===== src/rpll_params.svh =====
`ifndef RPLL_PARAMS_SVH
`define RPLL_PARAMS_SVH

// ******************************
// Bus widths
// ******************************
`define RPLL_ADDR_W   8
`define RPLL_DATA_W   32

// ******************************
// Field widths
// ******************************
`define RPLL_CNT_W    8
`define RPLL_REF_W    16
`define RPLL_FB_W     17
`define RPLL_RANGE_W  6
`define RPLL_GAIN_W   5
`define RPLL_FBDIV_W  9

// ******************************
// Register offsets
// ******************************
`define RPLL_ADDR_CTRL         8'h00
`define RPLL_ADDR_TIMING       8'h04
`define RPLL_ADDR_LOCK_DET     8'h08
`define RPLL_ADDR_FASTLOCK_DET 8'h0C
`define RPLL_ADDR_GAIN         8'h10
`define RPLL_ADDR_FBDIV        8'h14
`define RPLL_ADDR_STATUS       8'h18
`define RPLL_ADDR_INT_STATUS   8'h1C

// ******************************
// Register reset values
// ******************************
`define RPLL_CTRL_RST    32'h0000_0000
`define RPLL_TIMING_RST  32'h0000_1008 // Pre-lock 16, bias settle 8.
`define RPLL_LD_RST      32'h0002_0040 // Range 2, window 64.
`define RPLL_GAIN_RST    32'h100C_0604
`define RPLL_FBDIV_RST   32'h0000_0028

`endif


===== src/rpll_ctrl_pkg.sv =====
`include "rpll_params.svh"

package rpll_ctrl_pkg;

  // ******************************
  // Sequencer states
  // ******************************
  typedef enum logic [3:0] {
    IDLE        = 4'd0,
    BIAS_SETTLE = 4'd1,
    PRE_LOCK    = 4'd2,
    FAST_LOCK   = 4'd3,
    LOCKING     = 4'd4,
    LOCKED      = 4'd5
  } rpll_state_e;

  // ******************************
  // Frequency detector
  // ******************************
  typedef struct packed {
    logic [`RPLL_REF_W-1:0]   ref_cycles; // Window length in refclk cycles.
    logic [`RPLL_RANGE_W-1:0] range;      // Allowed count error.
  } rpll_ld_cfg_t;

  typedef struct packed {
    logic                   done;
    logic                   match;
    logic [`RPLL_FB_W-1:0]  fb_cycles;
  } rpll_ld_result_t;

  // Analog PLL controls.
  typedef struct packed {
    logic                     ena;
    logic                     reset;
    logic [`RPLL_GAIN_W-1:0]  int_gain;
    logic [`RPLL_GAIN_W-1:0]  prop_gain;
    logic [`RPLL_FBDIV_W-1:0] fbdiv_sel;
  } rpll_ana_ctrl_t;

endpackage


===== src/rpll_reg_pkg.sv =====
`include "rpll_params.svh"

package rpll_reg_pkg;

  typedef enum logic [`RPLL_ADDR_W-1:0] {
    CTRL         = `RPLL_ADDR_CTRL,
    TIMING       = `RPLL_ADDR_TIMING,
    LOCK_DET     = `RPLL_ADDR_LOCK_DET,
    FASTLOCK_DET = `RPLL_ADDR_FASTLOCK_DET,
    GAIN         = `RPLL_ADDR_GAIN,
    FBDIV        = `RPLL_ADDR_FBDIV,
    STATUS       = `RPLL_ADDR_STATUS,
    INT_STATUS   = `RPLL_ADDR_INT_STATUS
  } rpll_addr_e;

  // ******************************
  // Software configuration
  // ******************************
  typedef struct packed {
    logic                         enable;
    logic                         lock_det_off_after_lock;
    logic                         ready_int_en;
    logic                         loss_int_en;
    logic [`RPLL_CNT_W-1:0]       bias_settle_count;
    logic [`RPLL_CNT_W-1:0]       pre_lock_count;
    rpll_ctrl_pkg::rpll_ld_cfg_t  ld_normal;
    rpll_ctrl_pkg::rpll_ld_cfg_t  ld_fast;
    logic [`RPLL_GAIN_W-1:0]      normal_int_gain;
    logic [`RPLL_GAIN_W-1:0]      normal_prop_gain;
    logic [`RPLL_GAIN_W-1:0]      fl_int_gain;
    logic [`RPLL_GAIN_W-1:0]      fl_prop_gain;
    logic [`RPLL_FBDIV_W-1:0]     fbdiv;
  } rpll_cfg_t;

  typedef struct packed {
    rpll_ctrl_pkg::rpll_state_e   state;
    logic                         locked;
    logic                         ready;
    logic [`RPLL_FB_W-1:0]        fb_cycles;   // Count of the last finished window.
    logic                         lock_gained; // One-cycle pulses.
    logic                         lock_lost;
  } rpll_status_t;

endpackage


===== src/rpll_apb_regs.sv =====
`timescale 1ns/1ps
`include "rpll_params.svh"

module rpll_apb_regs (
  input  logic                        refclk,
  input  logic                        rst_n,
  input  logic                        psel,
  input  logic                        penable,
  input  logic                        pwrite,
  input  logic [`RPLL_ADDR_W-1:0]     paddr,
  input  logic [`RPLL_DATA_W-1:0]     pwdata,
  output logic [`RPLL_DATA_W-1:0]     prdata,
  output logic                        pready,
  output logic                        pslverr,
  input  rpll_reg_pkg::rpll_status_t  status,
  output rpll_reg_pkg::rpll_cfg_t     cfg,
  output logic                        core_interrupt
);

  logic       acc;
  logic       wr_acc;
  logic       mapped;
  logic [1:0] int_pend;
  logic [1:0] int_set;
  logic [1:0] int_clr;

  // ******************************
  // Field layout per register
  // ******************************
  function automatic rpll_reg_pkg::rpll_cfg_t put_reg(
    input rpll_reg_pkg::rpll_cfg_t cur,
    input logic [`RPLL_ADDR_W-1:0] addr,
    input logic [`RPLL_DATA_W-1:0] data
  );
    rpll_reg_pkg::rpll_cfg_t nxt;
    nxt = cur;
    case (addr)
      rpll_reg_pkg::CTRL: begin
        nxt.enable                  = data[0];
        nxt.lock_det_off_after_lock = data[1];
        nxt.ready_int_en            = data[2];
        nxt.loss_int_en             = data[3];
      end
      rpll_reg_pkg::TIMING: begin
        nxt.bias_settle_count = data[0 +: `RPLL_CNT_W];
        nxt.pre_lock_count    = data[8 +: `RPLL_CNT_W];
      end
      rpll_reg_pkg::LOCK_DET: begin
        nxt.ld_normal.ref_cycles = data[0 +: `RPLL_REF_W];
        nxt.ld_normal.range      = data[16 +: `RPLL_RANGE_W];
      end
      rpll_reg_pkg::FASTLOCK_DET: begin
        nxt.ld_fast.ref_cycles = data[0 +: `RPLL_REF_W];
        nxt.ld_fast.range      = data[16 +: `RPLL_RANGE_W];
      end
      rpll_reg_pkg::GAIN: begin
        nxt.normal_int_gain  = data[0 +: `RPLL_GAIN_W];
        nxt.normal_prop_gain = data[8 +: `RPLL_GAIN_W];
        nxt.fl_int_gain      = data[16 +: `RPLL_GAIN_W];
        nxt.fl_prop_gain     = data[24 +: `RPLL_GAIN_W];
      end
      rpll_reg_pkg::FBDIV: nxt.fbdiv = data[0 +: `RPLL_FBDIV_W];
      default: nxt = cur;
    endcase
    return nxt;
  endfunction

  function automatic rpll_reg_pkg::rpll_cfg_t cfg_rst();
    rpll_reg_pkg::rpll_cfg_t c;
    c = '0;
    c = put_reg(c, rpll_reg_pkg::CTRL, `RPLL_CTRL_RST);
    c = put_reg(c, rpll_reg_pkg::TIMING, `RPLL_TIMING_RST);
    c = put_reg(c, rpll_reg_pkg::LOCK_DET, `RPLL_LD_RST);
    c = put_reg(c, rpll_reg_pkg::FASTLOCK_DET, `RPLL_LD_RST);
    c = put_reg(c, rpll_reg_pkg::GAIN, `RPLL_GAIN_RST);
    c = put_reg(c, rpll_reg_pkg::FBDIV, `RPLL_FBDIV_RST);
    return c;
  endfunction

  function automatic logic [`RPLL_DATA_W-1:0] get_reg(
    input rpll_reg_pkg::rpll_cfg_t    c,
    input rpll_reg_pkg::rpll_status_t st,
    input logic [1:0]                 pend,
    input logic [`RPLL_ADDR_W-1:0]    addr
  );
    logic [`RPLL_DATA_W-1:0] d;
    d = '0;
    case (addr)
      rpll_reg_pkg::CTRL: begin
        d[3:0] = {c.loss_int_en, c.ready_int_en, c.lock_det_off_after_lock, c.enable};
      end
      rpll_reg_pkg::TIMING: begin
        d[0 +: `RPLL_CNT_W] = c.bias_settle_count;
        d[8 +: `RPLL_CNT_W] = c.pre_lock_count;
      end
      rpll_reg_pkg::LOCK_DET: begin
        d[0 +: `RPLL_REF_W]    = c.ld_normal.ref_cycles;
        d[16 +: `RPLL_RANGE_W] = c.ld_normal.range;
      end
      rpll_reg_pkg::FASTLOCK_DET: begin
        d[0 +: `RPLL_REF_W]    = c.ld_fast.ref_cycles;
        d[16 +: `RPLL_RANGE_W] = c.ld_fast.range;
      end
      rpll_reg_pkg::GAIN: begin
        d[0 +: `RPLL_GAIN_W]  = c.normal_int_gain;
        d[8 +: `RPLL_GAIN_W]  = c.normal_prop_gain;
        d[16 +: `RPLL_GAIN_W] = c.fl_int_gain;
        d[24 +: `RPLL_GAIN_W] = c.fl_prop_gain;
      end
      rpll_reg_pkg::FBDIV: d[0 +: `RPLL_FBDIV_W] = c.fbdiv;
      rpll_reg_pkg::STATUS: begin
        d[3:0]              = st.state;
        d[4]                = st.locked;
        d[5]                = st.ready;
        d[8 +: `RPLL_FB_W]  = st.fb_cycles;
      end
      rpll_reg_pkg::INT_STATUS: d[1:0] = pend;
      default: d = '0;
    endcase
    return d;
  endfunction

  assign acc    = psel & penable;
  assign wr_acc = acc & pwrite;

  always_comb begin
    case (paddr)
      rpll_reg_pkg::CTRL, rpll_reg_pkg::TIMING, rpll_reg_pkg::LOCK_DET,
      rpll_reg_pkg::FASTLOCK_DET, rpll_reg_pkg::GAIN, rpll_reg_pkg::FBDIV,
      rpll_reg_pkg::STATUS, rpll_reg_pkg::INT_STATUS: mapped = 1'b1;
      default: mapped = 1'b0;
    endcase
  end

  assign pready  = 1'b1; // No wait states.
  assign pslverr = acc & (~mapped | (pwrite & (paddr == rpll_reg_pkg::STATUS)));
  assign prdata  = (psel & ~pwrite) ? get_reg(cfg, status, int_pend, paddr) : '0;

  always_ff @(posedge refclk) begin
    if (!rst_n) begin
      cfg <= cfg_rst();
    end else if (wr_acc && !pslverr) begin
      cfg <= put_reg(cfg, paddr, pwdata);
    end
  end

  // ******************************
  // Interrupts
  // ******************************
  assign int_set = {status.lock_lost & cfg.loss_int_en, status.lock_gained & cfg.ready_int_en};
  assign int_clr = (wr_acc && (paddr == rpll_reg_pkg::INT_STATUS)) ? pwdata[1:0] : 2'b00;

  always_ff @(posedge refclk) begin
    if (!rst_n) begin
      int_pend <= 2'b00;
    end else begin
      int_pend <= int_set | (int_pend & ~int_clr); // A new event beats the clear.
    end
  end

  assign core_interrupt = |int_pend;

endmodule


===== src/rpll_freq_detect.sv =====
`timescale 1ns/1ps
`include "rpll_params.svh"

module rpll_freq_detect (
  input  logic                            refclk,
  input  logic                            rst_n,
  input  logic                            en,
  input  rpll_ctrl_pkg::rpll_ld_cfg_t     ld_cfg,
  input  logic                            fb_tick,
  output rpll_ctrl_pkg::rpll_ld_result_t  result
);

  rpll_ctrl_pkg::rpll_ld_cfg_t  win_cfg;
  logic                         running;
  logic [`RPLL_REF_W-1:0]       ref_cnt;
  logic [`RPLL_FB_W-1:0]        fb_cnt;
  logic [`RPLL_FB_W-1:0]        fb_total;
  logic [`RPLL_FB_W-1:0]        target;
  logic [`RPLL_FB_W-1:0]        diff;
  logic                         win_last;

  assign fb_total = fb_cnt + {{(`RPLL_FB_W-1){1'b0}}, fb_tick};
  assign target   = {{(`RPLL_FB_W-`RPLL_REF_W){1'b0}}, win_cfg.ref_cycles};
  assign diff     = (fb_total >= target) ? fb_total - target : target - fb_total;
  assign win_last = ({1'b0, ref_cnt} + 1'b1) >= {1'b0, win_cfg.ref_cycles}; // 0 acts as 1.

  always_ff @(posedge refclk) begin
    if (!rst_n) begin
      running <= 1'b0;
      ref_cnt <= '0;
      fb_cnt  <= '0;
      result  <= '0;
    end else if (!en) begin
      running     <= 1'b0;
      ref_cnt     <= '0;
      fb_cnt      <= '0;
      result.done <= 1'b0;
    end else begin
      result.done <= 1'b0;
      if (!running || win_last) begin
        running <= 1'b1;
        ref_cnt <= '0;
        fb_cnt  <= '0;
      end else begin
        ref_cnt <= ref_cnt + 1'b1;
        fb_cnt  <= fb_total;
      end
      if (running && win_last) begin
        result.done      <= 1'b1;
        result.match     <= diff <= {{(`RPLL_FB_W-`RPLL_RANGE_W){1'b0}}, win_cfg.range};
        result.fb_cycles <= fb_total;
      end
    end
  end

  // Settings are taken once per window.
  always_ff @(posedge refclk) begin
    if (en && (!running || win_last)) begin
      win_cfg <= ld_cfg;
    end
  end

endmodule


===== src/rpll_lock_seq.sv =====
`timescale 1ns/1ps
`include "rpll_params.svh"

module rpll_lock_seq (
  input  logic                            refclk,
  input  logic                            rst_n,
  input  rpll_reg_pkg::rpll_cfg_t         cfg,
  input  rpll_ctrl_pkg::rpll_ld_result_t  result,
  output logic                            ld_en,
  output rpll_ctrl_pkg::rpll_ld_cfg_t     ld_cfg,
  output rpll_ctrl_pkg::rpll_ana_ctrl_t   ana,
  output rpll_reg_pkg::rpll_status_t      status
);

  rpll_ctrl_pkg::rpll_state_e state;
  rpll_ctrl_pkg::rpll_state_e state_nxt;
  logic [`RPLL_CNT_W-1:0]     cnt;
  logic [`RPLL_CNT_W-1:0]     settle_target;
  logic                       settle_done;
  logic                       fast_sel;
  logic                       lock_gained;
  logic                       lock_lost;

  assign settle_target = (state == rpll_ctrl_pkg::BIAS_SETTLE) ? cfg.bias_settle_count
                                                               : cfg.pre_lock_count;
  assign settle_done   = ({1'b0, cnt} + 1'b1) >= {1'b0, settle_target};

  // ******************************
  // State machine
  // ******************************
  always_comb begin
    state_nxt = state;
    case (state)
      rpll_ctrl_pkg::IDLE: begin
        state_nxt = rpll_ctrl_pkg::BIAS_SETTLE;
      end
      rpll_ctrl_pkg::BIAS_SETTLE: begin
        if (settle_done) state_nxt = rpll_ctrl_pkg::PRE_LOCK;
      end
      rpll_ctrl_pkg::PRE_LOCK: begin
        if (settle_done) state_nxt = rpll_ctrl_pkg::FAST_LOCK;
      end
      rpll_ctrl_pkg::FAST_LOCK: begin
        if (result.done && result.match) state_nxt = rpll_ctrl_pkg::LOCKING;
      end
      rpll_ctrl_pkg::LOCKING: begin
        if (result.done) begin
          state_nxt = result.match ? rpll_ctrl_pkg::LOCKED : rpll_ctrl_pkg::FAST_LOCK;
        end
      end
      rpll_ctrl_pkg::LOCKED: begin
        if (result.done && !result.match) state_nxt = rpll_ctrl_pkg::FAST_LOCK;
      end
      default: state_nxt = rpll_ctrl_pkg::IDLE;
    endcase
    if (!cfg.enable) state_nxt = rpll_ctrl_pkg::IDLE; // Disable wins from any state.
  end

  always_ff @(posedge refclk) begin
    if (!rst_n) begin
      state       <= rpll_ctrl_pkg::IDLE;
      cnt         <= '0;
      lock_gained <= 1'b0;
      lock_lost   <= 1'b0;
    end else begin
      state       <= state_nxt;
      cnt         <= (state_nxt == state) ? cnt + 1'b1 : '0;
      lock_gained <= (state == rpll_ctrl_pkg::LOCKING) && (state_nxt == rpll_ctrl_pkg::LOCKED);
      lock_lost   <= (state == rpll_ctrl_pkg::LOCKED) && (state_nxt == rpll_ctrl_pkg::FAST_LOCK);
    end
  end

  // ******************************
  // Outputs
  // ******************************
  assign fast_sel = (state != rpll_ctrl_pkg::LOCKING) && (state != rpll_ctrl_pkg::LOCKED);
  assign ld_cfg   = fast_sel ? cfg.ld_fast : cfg.ld_normal;
  assign ld_en    = (state == rpll_ctrl_pkg::FAST_LOCK) || (state == rpll_ctrl_pkg::LOCKING) ||
                    ((state == rpll_ctrl_pkg::LOCKED) && !cfg.lock_det_off_after_lock);

  always_comb begin
    ana.ena       = (state != rpll_ctrl_pkg::IDLE);
    ana.reset     = (state == rpll_ctrl_pkg::IDLE) || (state == rpll_ctrl_pkg::BIAS_SETTLE);
    ana.int_gain  = fast_sel ? cfg.fl_int_gain : cfg.normal_int_gain;
    ana.prop_gain = fast_sel ? cfg.fl_prop_gain : cfg.normal_prop_gain;
    ana.fbdiv_sel = cfg.fbdiv; // Integer divider only.
  end

  always_comb begin
    status.state       = state;
    status.locked      = result.match;
    status.ready       = (state == rpll_ctrl_pkg::LOCKED);
    status.fb_cycles   = result.fb_cycles;
    status.lock_gained = lock_gained;
    status.lock_lost   = lock_lost;
  end

endmodule


===== src/rpll_dig_top.sv =====
`timescale 1ns/1ps
`include "rpll_params.svh"

module rpll_dig_top (
  input  logic                      refclk,
  input  logic                      rst_n,
  input  logic                      apb_psel,
  input  logic                      apb_penable,
  input  logic                      apb_pwrite,
  input  logic [`RPLL_ADDR_W-1:0]   apb_paddr,
  input  logic [`RPLL_DATA_W-1:0]   apb_pwdata,
  output logic [`RPLL_DATA_W-1:0]   apb_prdata,
  output logic                      apb_pready,
  output logic                      apb_pslverr,
  input  logic                      fb_tick,      // One-cycle strobe per feedback edge.
  output logic                      core_ready,
  output logic                      core_interrupt,
  output logic                      rpll_ena,
  output logic                      rpll_reset,
  output logic [`RPLL_GAIN_W-1:0]   rpll_int_ctrl,
  output logic [`RPLL_GAIN_W-1:0]   rpll_prop_ctrl,
  output logic [`RPLL_FBDIV_W-1:0]  rpll_fbdiv_sel
);

  rpll_reg_pkg::rpll_cfg_t          cfg;
  rpll_reg_pkg::rpll_status_t       status;
  rpll_ctrl_pkg::rpll_ld_cfg_t      ld_cfg;
  rpll_ctrl_pkg::rpll_ld_result_t   ld_result;
  rpll_ctrl_pkg::rpll_ana_ctrl_t    ana;
  logic                             ld_en;

  rpll_apb_regs u_rpll_apb_regs (
    .refclk         ( refclk          ),
    .rst_n          ( rst_n           ),
    .psel           ( apb_psel        ),
    .penable        ( apb_penable     ),
    .pwrite         ( apb_pwrite      ),
    .paddr          ( apb_paddr       ),
    .pwdata         ( apb_pwdata      ),
    .prdata         ( apb_prdata      ),
    .pready         ( apb_pready      ),
    .pslverr        ( apb_pslverr     ),
    .status         ( status          ),
    .cfg            ( cfg             ),
    .core_interrupt ( core_interrupt  ));

  rpll_lock_seq u_rpll_lock_seq (
    .refclk  ( refclk     ),
    .rst_n   ( rst_n      ),
    .cfg     ( cfg        ),
    .result  ( ld_result  ),
    .ld_en   ( ld_en      ),
    .ld_cfg  ( ld_cfg     ),
    .ana     ( ana        ),
    .status  ( status     ));

  rpll_freq_detect u_rpll_freq_detect (
    .refclk  ( refclk     ),
    .rst_n   ( rst_n      ),
    .en      ( ld_en      ),
    .ld_cfg  ( ld_cfg     ),
    .fb_tick ( fb_tick    ),
    .result  ( ld_result  ));

  assign core_ready     = status.ready;
  assign rpll_ena       = ana.ena;
  assign rpll_reset     = ana.reset;
  assign rpll_int_ctrl  = ana.int_gain;
  assign rpll_prop_ctrl = ana.prop_gain;
  assign rpll_fbdiv_sel = ana.fbdiv_sel;

endmodule


===== config.mk =====
export PLATFORM = sky130hd
export DESIGN_NAME = rpll_dig_top
export DESIGN_NICKNAME = d
export VERILOG_FILES = /design/src/rpll_ctrl_pkg.sv /design/src/rpll_reg_pkg.sv /design/src/rpll_apb_regs.sv /design/src/rpll_freq_detect.sv /design/src/rpll_lock_seq.sv /design/src/rpll_dig_top.sv
export VERILOG_INCLUDE_DIRS = /design/src
export SDC_FILE = /design/constraint.sdc
export NUM_CORES = 1
export LEC_CHECK = 0
export BUFFER_PORTS_ARGS = -buffer_cell sky130_fd_sc_hd__buf_2
export CORE_MARGIN = 2
export CORE_UTILIZATION = 55
export DETAILED_ROUTE_END_ITERATION = 6
export GPL_ROUTABILITY_DRIVEN = 0
export PLACE_DENSITY_LB_ADDON = 0.1
export RECOVER_POWER = 25
export SYNTH_ARGS = -nofsm -noshare
export SYNTH_HDL_FRONTEND = slang
export SYNTH_SLANG_ARGS = --single-unit

===== constraint.sdc =====
create_clock -name refclk -period 6.17 [get_ports refclk]
set_clock_uncertainty 0.05 [all_clocks]
set_input_delay 1.234 -clock refclk [delete_from_list [all_inputs] [get_ports refclk]]
set_output_delay 1.234 -clock refclk [all_outputs]
set_load 0.05 [all_outputs]

# [Word-level counts from Yosys, hierarchy flattened]
# Memory sizes are Yosys's and may differ from the RTL's.
# Cells that the tools add are included.
[classes] n_addsub=7 n_mul=0 div=0 n_lt_le_gt_ge=4 n_eq_ne=17 n_shift=0 n_mux=30 bitwise_logic=15 n_reduce_logical=33
[ops] cell="$ge A17 B16 Y1" n=2
[ops] cell="$eq A8 B5 Y1 const B" n=4
[ops] cell="$mux W29" n=1
[ops] cell="$mux W4" n=7
[ops] cell="$pmux W4 S6" n=1
[ops] cell="$mux W22" n=1
[ops] cell="$pmux W4 S5" n=1
[ops] cell="$pmux W5 S4" n=1
[ops] cell="$mux W19" n=1
[ops] cell="$reduce_and A2 Y1" n=9
[ops] cell="$add A16 B1 Y17 const B" n=1
[ops] cell="$add A17 B1 Y17" n=1
[ops] cell="$le A17 B6 Y1" n=1
[ops] cell="$mux W17" n=1
[ops] cell="$sub A16 B17 Y17" n=1
[ops] cell="$sub A17 B16 Y17" n=1
[ops] cell="$add A16 B1 Y16 const B" n=1
[ops] cell="$eq A8 B4 Y1 const B" n=2
[ops] cell="$pmux W2 S8" n=1
[ops] cell="$pmux W2 S7" n=1
[ops] cell="$eq A4 B2 Y1 const B" n=3
[ops] cell="$eq A4 B3 Y1 const B" n=3
[ops] cell="$pmux W1 S6" n=2
[ops] cell="$pmux W3 S4" n=1
[ops] cell="other kinds (31)" n=58
[word_totals] regBits=184 latchBits=0 ram_bits=0 romBits=32 inputBits=46 output_inout_bits=57 wordCells=135 n_memories=1
[mem_list] memory="(no name shown)" depth=32 width=1 rd=1 rd_ports_with_merged_regs=0 wr=0 line_no="rpll_apb_regs.sv:127" text="case (paddr)"

# [Depth between registers and ports, before layout]
# Gate-level depths: netlist (run 1).
[depth] depth_word=8 ltp_mapped=27 ltp_nobuf=25

# [Hierarchy]
# A second synthesis (run 1) with hierarchy kept.
[unflattened] cells_unflattened=1297 hier_area_um2=11278.3
[modules_own_cells] mod="rpll_freq_detect" n_inst=1 cells_per_inst=555 area_per_inst_um2=5103.6 seq_area_each_um2=1721.7
[modules_own_cells] mod="rpll_apb_regs" n_inst=1 cells_per_inst=543 area_per_inst_um2=4458.0 seq_area_each_um2=1901.8
[modules_own_cells] mod="rpll_lock_seq" n_inst=1 cells_per_inst=199 area_per_inst_um2=1716.6 seq_area_each_um2=280.3

# [Worst setup path before layout (run 1)]
# No wires, ideal clock.
[synth_timing] path_type="input port to flip-flop" startpoint="input port fb_tick" endpoint="register u_rpll_freq_detect.result[17] (netlist name)" setup_ns=0.073 t_arrival_ns=5.662 required_time_ns=6.047 path_slack_ns=0.385 path_stages=26 path_buffers=2 path_cell_list="ha_1 nand4_1 nor3_1 nand3_1 xor2_1 inv_1 ha_1 buf_2 nand2_1 o21a_1 and3_1 a21oi_2 a31oi_4 buf_2 nor3_1 a21oi_1 xor2_1 ha_1 o21ai_0 a21oi_1 nor3_1 o2111ai_1 a311oi_2 nand3_1 a2111o_1 o22ai_2"
[synth_between] elab_chain_cells=4 word_cells_on_any_way=6 classes_between="add/sub: 3; order compare: 2; mux: 1"
[synth_lines] item="start, declared" line_no="rpll_dig_top.sv:15" text="input logic fb_tick,"
[synth_lines] item="$add A17 B1 Y17 *" line_no="rpll_freq_detect.sv:22" text="assign fb_total = fb_cnt + {{(`RPLL_FB_W-1){1'b0}}, fb_tick};"
[synth_lines] item="via u_rpll_freq_detect.fb_total[11]" line_no="rpll_freq_detect.sv:17" text="logic [`RPLL_FB_W-1:0] fb_total;"
[synth_lines] item="$sub A16 B17 Y17 (tied with other cells)" line_no="rpll_freq_detect.sv:24" text="assign diff = (fb_total >= target) ? fb_total - target : target - fb_total;"
[synth_lines] item="$mux W17 *" line_no="rpll_freq_detect.sv:24"
[synth_lines] item="$le A17 B6 Y1 *" line_no="rpll_freq_detect.sv:50" text="result.match <= diff <= {{(`RPLL_FB_W-`RPLL_RANGE_W){1'b0}}, win_cfg.range};"
# Mark *: on every way through the listed nets, which the timed path passes. The rest lies on a longest branch.
# A chain may end at the register's enable or synchronous reset.

# [Worst setup path in the final report (run 1)]
[layout_timing] startpoint="input port fb_tick" endpoint="register u_rpll_freq_detect.result[17] (netlist name)"
[layout_between] elab_chain_cells=4 word_cells_on_any_way=6 classes_between="add/sub: 3; order compare: 2; mux: 1"
[layout_lines] item="$add A17 B1 Y17 *" line_no="rpll_freq_detect.sv:22"
[layout_lines] item="via u_rpll_freq_detect.fb_total[10]" line_no="rpll_freq_detect.sv:17"
[layout_lines] item="$sub A16 B17 Y17 (tied with other cells)" line_no="rpll_freq_detect.sv:24"
[layout_lines] item="$mux W17 *" line_no="rpll_freq_detect.sv:24"
[layout_lines] item="$le A17 B6 Y1 *" line_no="rpll_freq_detect.sv:50"
# Marks and branches as above.

==> flow_metrics.py, run 1 <==
metrics = {
    "synthesis": {
        "postSynthAreaPerCell_sq_um": 8.50,
        "ys.flop_type": "dfxtp_1",
        "synthesis.area_sq_um": 10900,
        "ys_ff_latch": 184,
        "ys_types": 77,
        "yosysSeqAreaShare_pct": 35.9,
        "synth_edf_count": 22,
        "syn_inst": 1281,
        "synthArstFlopShare_pct": 0,
        "yosysWarnings": 0,
    },
    "layout": {
        "area_delta_synth_final_pct": 15.0,
        "layout_common_cells": "239 x nand2_1, 162 x dfxtp_1, 79 x buf_2, 75 x buf_4, 74 x a21boi_0",
        "nets": 1507,
        "final.fill_count": 1703,
        "drive_gt1_share_pct": 16.7,
        "final_common_cell": "nand2_1",
        "final_area_sq_um": 12500,
        "fin_cells": 1671,
    },
    "global_routing": {
        "grt_pass1_wl_um": 48500,
        "track_usage_pct": 30.2,
        "grt_pass1_vias": 9115,
        "grt_max_degree": 108,
        "grt_overflow": 0,
        "antenna_found_initial": 1,
    },
    "clock_tree": {
        "clkLatencyLatePin_ns": 0.44,
        "cts_tree": "done",
        "htreeDepth": 4,
        "clk_pin_slew_worst_paths_ns": 0.08,
        "clockBufferDepth": 2,
        "cts.sinks": 184,
        "postCtsHoldBufs": 0,
        "root_buffer": "clkbuf_16",
        "cts_buffers": 17,
    },
    "route": {
        "drt_wl_total_um": 31000,
        "first_iter_violations": 770,
        "vias_per_cell": 5.77,
        "num_vias": 9634,
        "ant_nets": 0,
        "wire_per_inst_um": 18.6,
        "drc_errors": 0,
        "dr.pass1.iters": 5,
    },
    "setup_path": {
        "critical_path_required_ns": 6.50,
        "cp_slowest_cell": "a2111o_1",
        "crit_fanout": 9,
        "crit_type": "in2reg",
        "crit_arrival_ns": 6.06,
        "r2r_slack_ns": 1.00,
        "start_kind": "input pin",
        "end_kind": "flop",
        "crit_family": "compound AO/OA/AOI/OAI gates",
        "slowest_delay_ns": 0.40,
        "critPathBufInv": 3,
    },
    "status": {
        "outcome": "complete, but fails checks",
        "violations": "max-capacitance violations, max-slew violations",
    },
    "floorplanning": {
        "start_util_pct": 55.9,
        "row_count": 51,
        "coreArea_sq_um": 19500,
        "die_w_um": 145,
        "pin_count": 103,
        "fp.dieArea_sq_um": 20900,
        "die_h_um": 145,
    },
    "power": {
        "ir_worst_vdd_mv": 0.198,
        "power_frac_clock_pct": 46.2,
        "power.switching_mw": 0.593,
        "seqPwrFrac_pct": 50.6,
        "p_int_mw": 1.80,
        "p_leak_nw": 5.31,
        "powerDensity_nw_per_um2": 191,
        "comb_power_share_pct": 3.2,
        "swShare_pct": 24.8,
    },
    "placed_design": {
        "dp.cells": 1637,
        "dpl.hpwl_um": 23000,
        "placed_cell_area_sq_um": 11900,
        "port_buffers": 93,
        "pre_cts_ws_ns": -0.0314,
    },
    "sta": {
        "fin_ws_ns": 0.438,
        "drv_slew": 34,
        "slew_headroom_pct": -37.9,
        "fmax_mhz": 174,
        "setup_viol": 0,
        "rsz0062_at_grt": "false",
        "tightest_slew_ns": 2.07,
        "final-hold-violation-count": 0,
        "period_needed_ns": 5.73,
        "post-route-period-util_pct": 92.9,
    },
    "hold_path": {
        "hp-class": "reg2reg",
    },
    "run": {
        "maxCapViolCount": 1,
    },
}
registers in the layout, summed over array words and instances (netlist names):
signal and flops:
u_rpll_apb_regs.cfg 93, u_rpll_freq_detect.result 19, u_rpll_freq_detect.fb_cnt 17, u_rpll_freq_detect.ref_cnt 16, u_rpll_freq_detect.target 16, u_rpll_lock_seq.cnt 8, u_rpll_freq_detect.win_cfg 6, u_rpll_lock_seq.state 4
u_rpll_apb_regs.int_pend 2, u_rpll_freq_detect.running 1, u_rpll_lock_seq.lock_gained 1, u_rpll_lock_seq.lock_lost 1
final timing paths:
check,from,end,cells past startpoint
setup / recovery,fb_tick,u_rpll_freq_detect.result[17]$_SDFFE_PN0P_,27
hold / removal,u_rpll_lock_seq.lock_lost$_SDFF_PN0_,u_rpll_apb_regs.int_pend[1]$_SDFF_PN0_,2
setup reg to reg,u_rpll_freq_detect.fb_cnt[0]$_SDFF_PP0_,u_rpll_freq_detect.result[17]$_SDFFE_PN0P_,26
hold reg to reg,u_rpll_lock_seq.lock_lost$_SDFF_PN0_,u_rpll_apb_regs.int_pend[1]$_SDFF_PN0_,2
power by group through the flow:
stage                     combinational (mW)  clock [mW]  sequential (mW)
final                                 0.0767        1.11             1.21
after global routing                  0.0811        1.16             1.21
after CTS                             0.0753        1.11             1.21
after detailed placement              0.0751           0             1.24
after global placement                0.0748           0             1.24
after floorplan                       0.0416           0             1.24
cells in the mapped netlist (6+ instances only):
library cell	number	share of area, %
nand2b_1	10	0.57
nand3_1	42	1.9
o21ai_0	27	1.2
ha_1	67	7.7
xnor2_1	26	2.1
nand4_1	13	0.75
nand2_1	239	8.2
a22oi_1	24	1.7
and2_1	13	0.75
mux2_2	35	3.6
a21oi_1	47	2.2
xor2_1	22	1.8
a21boi_0	75	5.2
a222oi_1	12	1.1
a221oi_1	6	0.48
clkbuf_1	48	1.7
and4_1	6	0.48
and3_1	15	0.86
edfxtp_1	22	6.1
nor2b_1	36	2.1
o211a_1	16	1.5
inv_1	58	2.0
a21o_1	10	0.69
nor3_1	15	0.69
mux2i_1	27	2.5
nor2_1	70	2.4
buf_4	13	0.90
buf_2	18	0.83
dfxtp_1	162	30
a31oi_1	14	0.80
through the flow:
step	total power [mW]	util, %	setup TNS [ns]	hold WS [ns]
after floorplan	1.28	-	0	0.384
after global placement	1.31	61.2	0	0.410
after detailed placement	1.31	61.2	-0.0314	0.423
after CTS	2.40	64.3	0	0.431
after global routing	2.45	64.3	0	0.457
final	2.39	64.3	0	0.427
area by class of cell:
type	count	area (sq um)	share of cell area, %
timing repair buffer	169	1010	8.11
tap	265	332	2.65
clock inverter	14	150	1.20
sequential	184	3900	31.2
clock buffer	18	450	3.60
antenna	1	2.50	0.0200
multi-input combinational	962	6440	51.5
inverter	58	218	1.74
cell families after synthesis:
group                      Yosys count  share of synthesized area, %
AOI/OAI and AO/OA                  286                          19.3
xor gates and xnor gates            49                          4.12
adders and majority gates           69                          8.07
buffers and inverters              138                          5.41
DFF                                184                          35.9
muxes                               63                          6.21
other                                2                        0.0690
and+or+nand+nor                    490                          21.0
worst register-to-register path, cell delays in order, from the launching register on:
cell	delay [ns]
dfxtp_1	0.31
ha_1	0.17
ha_2	0.21
nand4_1	0.22
nor2_2	0.23
nand2_1	0.09
xor2_1	0.19
inv_1	0.07
ha_1	0.34
a21oi_1	0.22
o21a_1	0.17
and3_1	0.17
a21oi_2	0.08
a31oi_4	0.36
nor3_1	0.10
a21oi_1	0.17
xor2_1	0.17
ha_1	0.25
o21ai_0	0.18
a21oi_1	0.06
nor3_1	0.14
buf_4	0.16
o2111ai_1	0.14
a311oi_2	0.26
nand3_1	0.10
a2111o_1	0.40
o22ai_2	0.08
repair_timing:
| item | in CTS | in global routing |
|---|---|---|
| resized for setup | 0 | 4 |
| setup endpoints to repair | 0 | 1 |
| setup buffers | 0 | 1 |
per-layer routing:
layer  wire length, um  part of all wire (%)  global-route usage [%]  up-vias
met5                 0                     0                       0        -
met4               976                   3.1                    11.1        0
met3              1870                   6.0                    4.21       62
met2             14700                    47                    50.5      368
met1             13500                    44                    40.0     4491
li1                  -                     -                       -     4713
No activity file was read; power rests on OpenSTA's default activity.
==> run 2, diff against run 1 <==
- SYNTH_HIERARCHICAL: default -> 1
==> run 2 against run 1 <==
The flow still finishes with violations (max-capacitance violations, max-slew violations). Non-clock buffer count shrank 42. Sequential share of layout area grew 0.42 points. Die area grew 3.5%. Largest power group unchanged.
==> flow_metrics.py, run 2 <==
metrics = {
    "synthesis": {
        "ys_ff_latch": 184,
        "synth_top_cell_area_share_pct": 28.8,
        "ys_types": 95,
        "yosysWarnings": 6,
        "synthesis.area_sq_um": 11300,
        "synth_area_leaders": "dfxtp_1 29%, ha_1 7.4%, edfxtp_1 5.9%, nand2_1 4.6%, nand3_1 4.3%",
        "syn_inst": 1297,
        "yosys-top-cells-count": "162 x dfxtp_1, 137 x nand2_1, 97 x nand3_1",
        "yosysSeqAreaShare_pct": 34.6,
        "synth_edf_count": 22,
        "ys.flop_type": "dfxtp_1",
        "synth.most_common_cell": "dfxtp_1",
        "synth_top_cell_by_area": "dfxtp_1",
        "synthArstFlopShare_pct": 0,
        "postSynthAreaPerCell_sq_um": 8.70,
    },
    "setup_path": {
        "crit_type": "in2reg",
        "r2r_slack_ns": 0.91,
        "start_kind": "input pin",
        "crit_arrival_ns": 6.16,
        "end_kind": "flop",
        "crit_fanout": 6,
        "critical_path_required_ns": 6.50,
    },
    "route": {
        "ant_nets": 0,
        "drt_wl_total_um": 30700,
        "vias_per_cell": 5.88,
        "first_iter_violations": 652,
        "wire_per_inst_um": 18.9,
        "drc_errors": 0,
        "num_vias": 9534,
        "dr.pass1.iters": 6,
    },
    "power": {
        "power_frac_clock_pct": 45.6,
        "ir_worst_vdd_mv": 0.203,
        "comb_power_share_pct": 4.6,
        "p_int_mw": 1.81,
        "powerDensity_nw_per_um2": 197,
        "power.switching_mw": 0.621,
        "p_leak_nw": 5.40,
        "seqPwrFrac_pct": 49.8,
        "swShare_pct": 25.6,
    },
    "run": {
        "maxCapViolCount": 3,
    },
    "clock_tree": {
        "postCtsHoldBufs": 0,
        "clockBufferDepth": 2,
        "cts_buffers": 17,
        "clk_pin_slew_worst_paths_ns": 0.07,
        "clkLatencyLatePin_ns": 0.44,
        "cts_resized": 0,
        "cts.sinks": 184,
        "root_buffer": "clkbuf_16",
        "cts_tree": "done",
        "cts_setup_buffers": 0,
        "htreeDepth": 4,
    },
    "layout": {
        "final_common_cell": "dfxtp_1",
        "largest_reg_flops": 93,
        "final_area_sq_um": 12300,
        "layout_common_cells": "162 x dfxtp_1, 137 x nand2_1, 97 x nand3_1, 82 x buf_2, 70 x nor2_1",
        "largest-register": "u_rpll_apb_regs/cfg",
        "drive_gt1_share_pct": 16.2,
        "diodes": 0,
        "nets": 1454,
        "largest_registers": "u_rpll_apb_regs/cfg x93, u_rpll_freq_detect/result x19, u_rpll_freq_detect/fb_cnt x17",
        "area_delta_synth_final_pct": 9.49,
    },
    "placed_design": {
        "placed_cell_area_sq_um": 11800,
        "port_buffers": 93,
        "dpl.hpwl_um": 22700,
    },
    "sta": {
        "tightest_slew_ns": 2.72,
        "setup_viol": 0,
        "period_needed_ns": 5.83,
        "slew_headroom_pct": -81.4,
        "final-hold-violation-count": 0,
        "fmax_mhz": 172,
        "drv_slew": 154,
        "holdWs_ns": 0.417,
        "rsz0062_at_grt": "false",
        "post-route-period-util_pct": 94.5,
    },
    "floorplanning": {
        "die_h_um": 147,
        "fp.dieArea_sq_um": 21700,
        "row_count": 52,
        "coreArea_sq_um": 20200,
        "die_w_um": 147,
        "start_util_pct": 55.9,
        "pin_count": 103,
    },
    "global_routing": {
        "grt_pass1_wl_um": 48900,
        "grt_overflow": 0,
        "grt_pass1_vias": 9015,
        "antenna_found_initial": 0,
        "track_usage_pct": 28.5,
        "grt_max_degree": 63,
    },
    "hold_path": {
        "hp-class": "reg2reg",
    },
    "status": {
        "outcome": "complete, but fails checks",
        "violations": "max-capacitance violations, max-slew violations",
    },
}
run 2: worst max-delay path: stages:
cell and delay, ns:
buf_2 0.09, ha_1 0.18, nand2_1 0.07, nor2_1 0.22, and3_1 0.32, nand2_1 0.12
nor3_1 0.26, xnor2_1 0.18, inv_1 0.07, ha_1 0.36, and3_1 0.29, nand3_4 0.12
o311a_4 0.41, and3_4 0.19, o31ai_1 0.31, xnor2_1 0.18, ha_1 0.29, nand2_1 0.08
a21oi_1 0.04, a2111oi_0 0.39, o2111ai_1 0.24, nor4b_1 0.32, a31o_1 0.19
run 2: area by class of cell:
class | count | area, sq um
clock inverters | 14 | 148
well taps | 270 | 338
flip-flops and latches | 184 | 3900
inverters | 56 | 210
clock buffers | 18 | 450
fillers | 1812 | 7820
repair buffers | 127 | 699
multi-input cells | 953 | 6600
run 2: power by group through the flow:
stage / logic [mW] / clock network, mW / registers, mW
floorplan: 0.0712 / 0 / 1.24
global placement: 0.109 / 0 / 1.24
detailed placement: 0.109 / 0 / 1.24
CTS: 0.110 / 1.11 / 1.21
global route: 0.120 / 1.17 / 1.21
finish: 0.112 / 1.11 / 1.21
run 2: cells by family (layout without fill, tap and decap cells):
family,count (synthesis),count (layout),synth area share [%]
buffers and inverters,162,215,7.16
muxes,87,87,8.31
adders and majority gates,69,69,7.79
xor gates and xnor gates,55,55,4.50
other,3,5,0.0998
and+or+nand+nor,462,462,21.0
DFF,184,184,34.6
AOI/OAI and AO/OA,275,275,16.6
run 2: worst paths after layout:
check / end / cells past startpoint / startpoint
max: u_rpll_freq_detect/result[17]$_SDFFE_PN0P_ / 23 / fb_tick
min: u_rpll_apb_regs/cfg[9]$_SDFFE_PN0P_ / 2 / u_rpll_apb_regs/cfg[9]$_SDFFE_PN0P_
max reg2reg: u_rpll_freq_detect/result[17]$_SDFFE_PN0P_ / 22 / u_rpll_freq_detect/fb_cnt[0]$_SDFF_PP0_
min reg2reg: u_rpll_apb_regs/cfg[9]$_SDFFE_PN0P_ / 2 / u_rpll_apb_regs/cfg[9]$_SDFFE_PN0P_
run 2: stage by stage:
stage	power (mW)	setup WS [ns]	cells	utilization, %	setup TNS (ns)
5_1_grt	2.49	0.0307	1622	61.2	0
3_3_place_gp	1.35	0.0980	1590	58.4	0
2_1_floorplan	1.31	0.353	1299	-	0
4_1_cts	2.43	0.383	1622	61.3	0
3_5_place_dp	1.35	-0.0352	1590	58.4	-0.0352
6_report	2.43	0.340	1622	61.2	0
run 2: layer usage:
layer	global-route usage, %	vias to the layer above	part of all wire (%)
met5	0	-	0
met4	12.3	0	3.8
met3	3.82	60	6.4
met2	44.7	357	44
met1	39.7	4446	45
li1	-	4671	-
==> run 3, diff against run 2 <==
- PLACE_DENSITY: default -> 0.75
- PLACE_DENSITY_LB_ADDON: 0.1 -> default
==> run 3 against run 2 <==
Largest power group unchanged. Cell area fell by 0.11%. Via count rose by 1.2%. Critical path type unchanged. Wire length shrank 1.5%. Cell count decreased by 0.25%. The flow still finishes with violations (max-capacitance violations, max-slew violations).
==> flow_metrics.py, run 3 (synthesized netlist as in run 2, its figures left out) <==
metrics = {
    "status": {
        "outcome": "complete, but fails checks",
        "violations": "max-capacitance violations, max-slew violations",
    },
    "global_routing": {
        "grt_max_degree": 60,
        "grt_overflow": 0,
        "track_usage_pct": 28.2,
        "grt_pass1_wl_um": 48600,
        "grt_pass1_vias": 9195,
        "antenna_found_initial": 2,
    },
    "power": {
        "power_frac_clock_pct": 46.2,
        "power.switching_mw": 0.619,
        "ir_worst_vdd_mv": 0.169,
        "swShare_pct": 25.3,
        "powerDensity_nw_per_um2": 199,
        "seqPwrFrac_pct": 49.3,
        "comb_power_share_pct": 4.5,
        "p_int_mw": 1.83,
        "p_leak_nw": 5.40,
        "total_power_mw": 2.45,
    },
    "setup_path": {
        "rr_worst_depth": 23,
        "crit_fanout": 11,
        "crit_type": "in2reg",
        "worstSetupEndpoint": "u_rpll_freq_detect/result[17]$_SDFFE_PN0P_",
        "r2r-end": "u_rpll_freq_detect/result[17]$_SDFFE_PN0P_",
        "critical_path_required_ns": 6.50,
        "crit_arrival_ns": 6.12,
        "timing.rr.start": "u_rpll_freq_detect/fb_cnt[0]$_SDFF_PP0_",
        "start_kind": "input pin",
        "r2r_slack_ns": 0.93,
        "crit_start": "fb_tick",
        "end_kind": "flop",
    },
    "route": {
        "wire_per_inst_um": 18.7,
        "drt_wl_total_um": 30200,
        "dr.pass1.iters": 6,
        "first_iter_violations": 879,
        "num_vias": 9652,
        "vias_per_cell": 5.97,
        "drc_errors": 0,
        "ant_nets": 0,
    },
    "clock_tree": {
        "cts_tree": "done",
        "htreeDepth": 4,
        "clkLatencyLatePin_ns": 0.44,
        "cts.sinks": 184,
        "cts_buffers": 17,
        "cts_setup_buffers": 0,
        "cts_resized": 0,
        "postCtsHoldBufs": 0,
        "root_buffer": "clkbuf_16",
        "clk_pin_slew_worst_paths_ns": 0.07,
        "clockBufferDepth": 2,
    },
    "sta": {
        "rsz0062_at_grt": "false",
        "final-hold-violation-count": 0,
        "tns_ns": 0,
        "drv_slew": 155,
        "tightest_slew_ns": 2.60,
        "post-route-period-util_pct": 93.8,
        "slew_headroom_pct": -73.1,
        "fmax_mhz": 173,
        "setup_viol": 0,
        "period_needed_ns": 5.79,
    },
    "layout": {
        "final_common_cell": "dfxtp_1",
        "largest_registers": "u_rpll_apb_regs/cfg x93, u_rpll_freq_detect/result x19, u_rpll_freq_detect/fb_cnt x17",
        "fin_util_pct": 61.2,
        "drive_gt1_share_pct": 15.7,
        "final_area_sq_um": 12300,
        "largest-register": "u_rpll_apb_regs/cfg",
        "area_delta_synth_final_pct": 9.36,
        "nets": 1449,
        "largest_reg_flops": 93,
        "layout_common_cells": "162 x dfxtp_1, 137 x nand2_1, 97 x nand3_1, 82 x buf_2, 70 x nor2_1",
        "final.fill_count": 1760,
        "fin_cells": 1618,
    },
    "floorplanning": {
        "die_w_um": 147,
        "pin_count": 103,
        "coreArea_sq_um": 20200,
        "die_h_um": 147,
        "start_util_pct": 55.9,
        "fp.dieArea_sq_um": 21700,
        "row_count": 52,
    },
    "placed_design": {
        "port_buffers": 93,
        "dpl.hpwl_um": 22100,
        "dp.cells": 1585,
        "placed_cell_area_sq_um": 11700,
    },
    "run": {
        "maxCapViolCount": 3,
    },
    "hold_path": {
        "hp-class": "reg2reg",
    },
}
run 3: changes by cell type in the layout (fill, tap and decap cells not counted), sizes merged:
| cell | delta |
|---|---|
| inv | -3 |
| clkbuf | +2 |
| buf | -5 |
| clkinv | +2 |
| diode | +1 |
| clkinvlp | -1 |
run 3: how the worst min path moves through the flow:
stage | slack (ns) | end | start | depth (start not counted)
after floorplan | 0.39 | u_rpll_apb_regs/cfg[10]$_SDFFE_PN0P_ | u_rpll_apb_regs/cfg[10]$_SDFFE_PN0P_ | 2
after global placement | 0.40 | u_rpll_apb_regs/cfg[10]$_SDFFE_PN0P_ | u_rpll_apb_regs/cfg[10]$_SDFFE_PN0P_ | 2
after detailed placement | 0.41 | u_rpll_apb_regs/cfg[10]$_SDFFE_PN0P_ | u_rpll_apb_regs/cfg[10]$_SDFFE_PN0P_ | 2
after CTS | 0.41 | u_rpll_apb_regs/cfg[10]$_SDFFE_PN0P_ | u_rpll_apb_regs/cfg[10]$_SDFFE_PN0P_ | 2
after global routing | 0.43 | u_rpll_apb_regs/cfg[12]$_SDFFE_PN0P_ | u_rpll_apb_regs/cfg[12]$_SDFFE_PN0P_ | 2
final | 0.41 | u_rpll_apb_regs/cfg[12]$_SDFFE_PN0P_ | u_rpll_apb_regs/cfg[12]$_SDFFE_PN0P_ | 2
run 3: worst max-delay path, stage by stage:
cell and delay, ns:
buf_2 0.08, ha_1 0.19, nand2_1 0.07, nor2_1 0.20, and3_1 0.31, nand2_1 0.10
nor2_1 0.14, xnor2_1 0.20, inv_1 0.08, ha_1 0.47, nand2_1 0.16, nor3_1 0.35
and2_1 0.21, a31oi_2 0.07, and3_4 0.27, o31ai_1 0.30, xnor2_1 0.21, ha_1 0.31
nand2_1 0.09, a21oi_1 0.05, a2111oi_0 0.37, o2111ai_1 0.18, nor4b_1 0.29, a31o_1 0.17
run 3: layout make-up:
class	instances	area (sq um)	area share (%)
multi-input combinational	953	6590	53.5
sequential	184	3900	31.6
timing repair buffer	122	662	5.37
clock buffer	20	479	3.89
tap	270	338	2.74
inverter	56	210	1.70
clock inverter	12	145	1.18
antenna	1	2.50	0.0203
run 3: layer usage:
metal | GRT usage [%] | share of wire (%) | wire (um)
met4 | 10.5 | 3.0 | 907
met5 | 0 | 0.023 | 7
met3 | 6.65 | 7.5 | 2270
met1 | 37.1 | 44 | 13300
met2 | 45.4 | 46 | 13700
run 3: power by group through the flow:
stage          clock, mW  combinational [mW]  sequential [mW]
3_5_place_dp           0               0.107             1.24
2_1_floorplan          0              0.0712             1.24
6_report            1.13               0.109             1.21
4_1_cts             1.15               0.108             1.21
3_3_place_gp           0               0.106             1.24
5_1_grt             1.19               0.118             1.21
run 3: per-stage QoR:
| step | hold slack (ns) | setup slack, ns |
|---|---|---|
| 3_3_place_gp | 0.397 | 0.176 |
| 2_1_floorplan | 0.388 | 0.353 |
| 5_1_grt | 0.432 | 0.0671 |
| 4_1_cts | 0.415 | 0.483 |
| 6_report | 0.415 | 0.380 |
| 3_5_place_dp | 0.406 | 0.0395 |
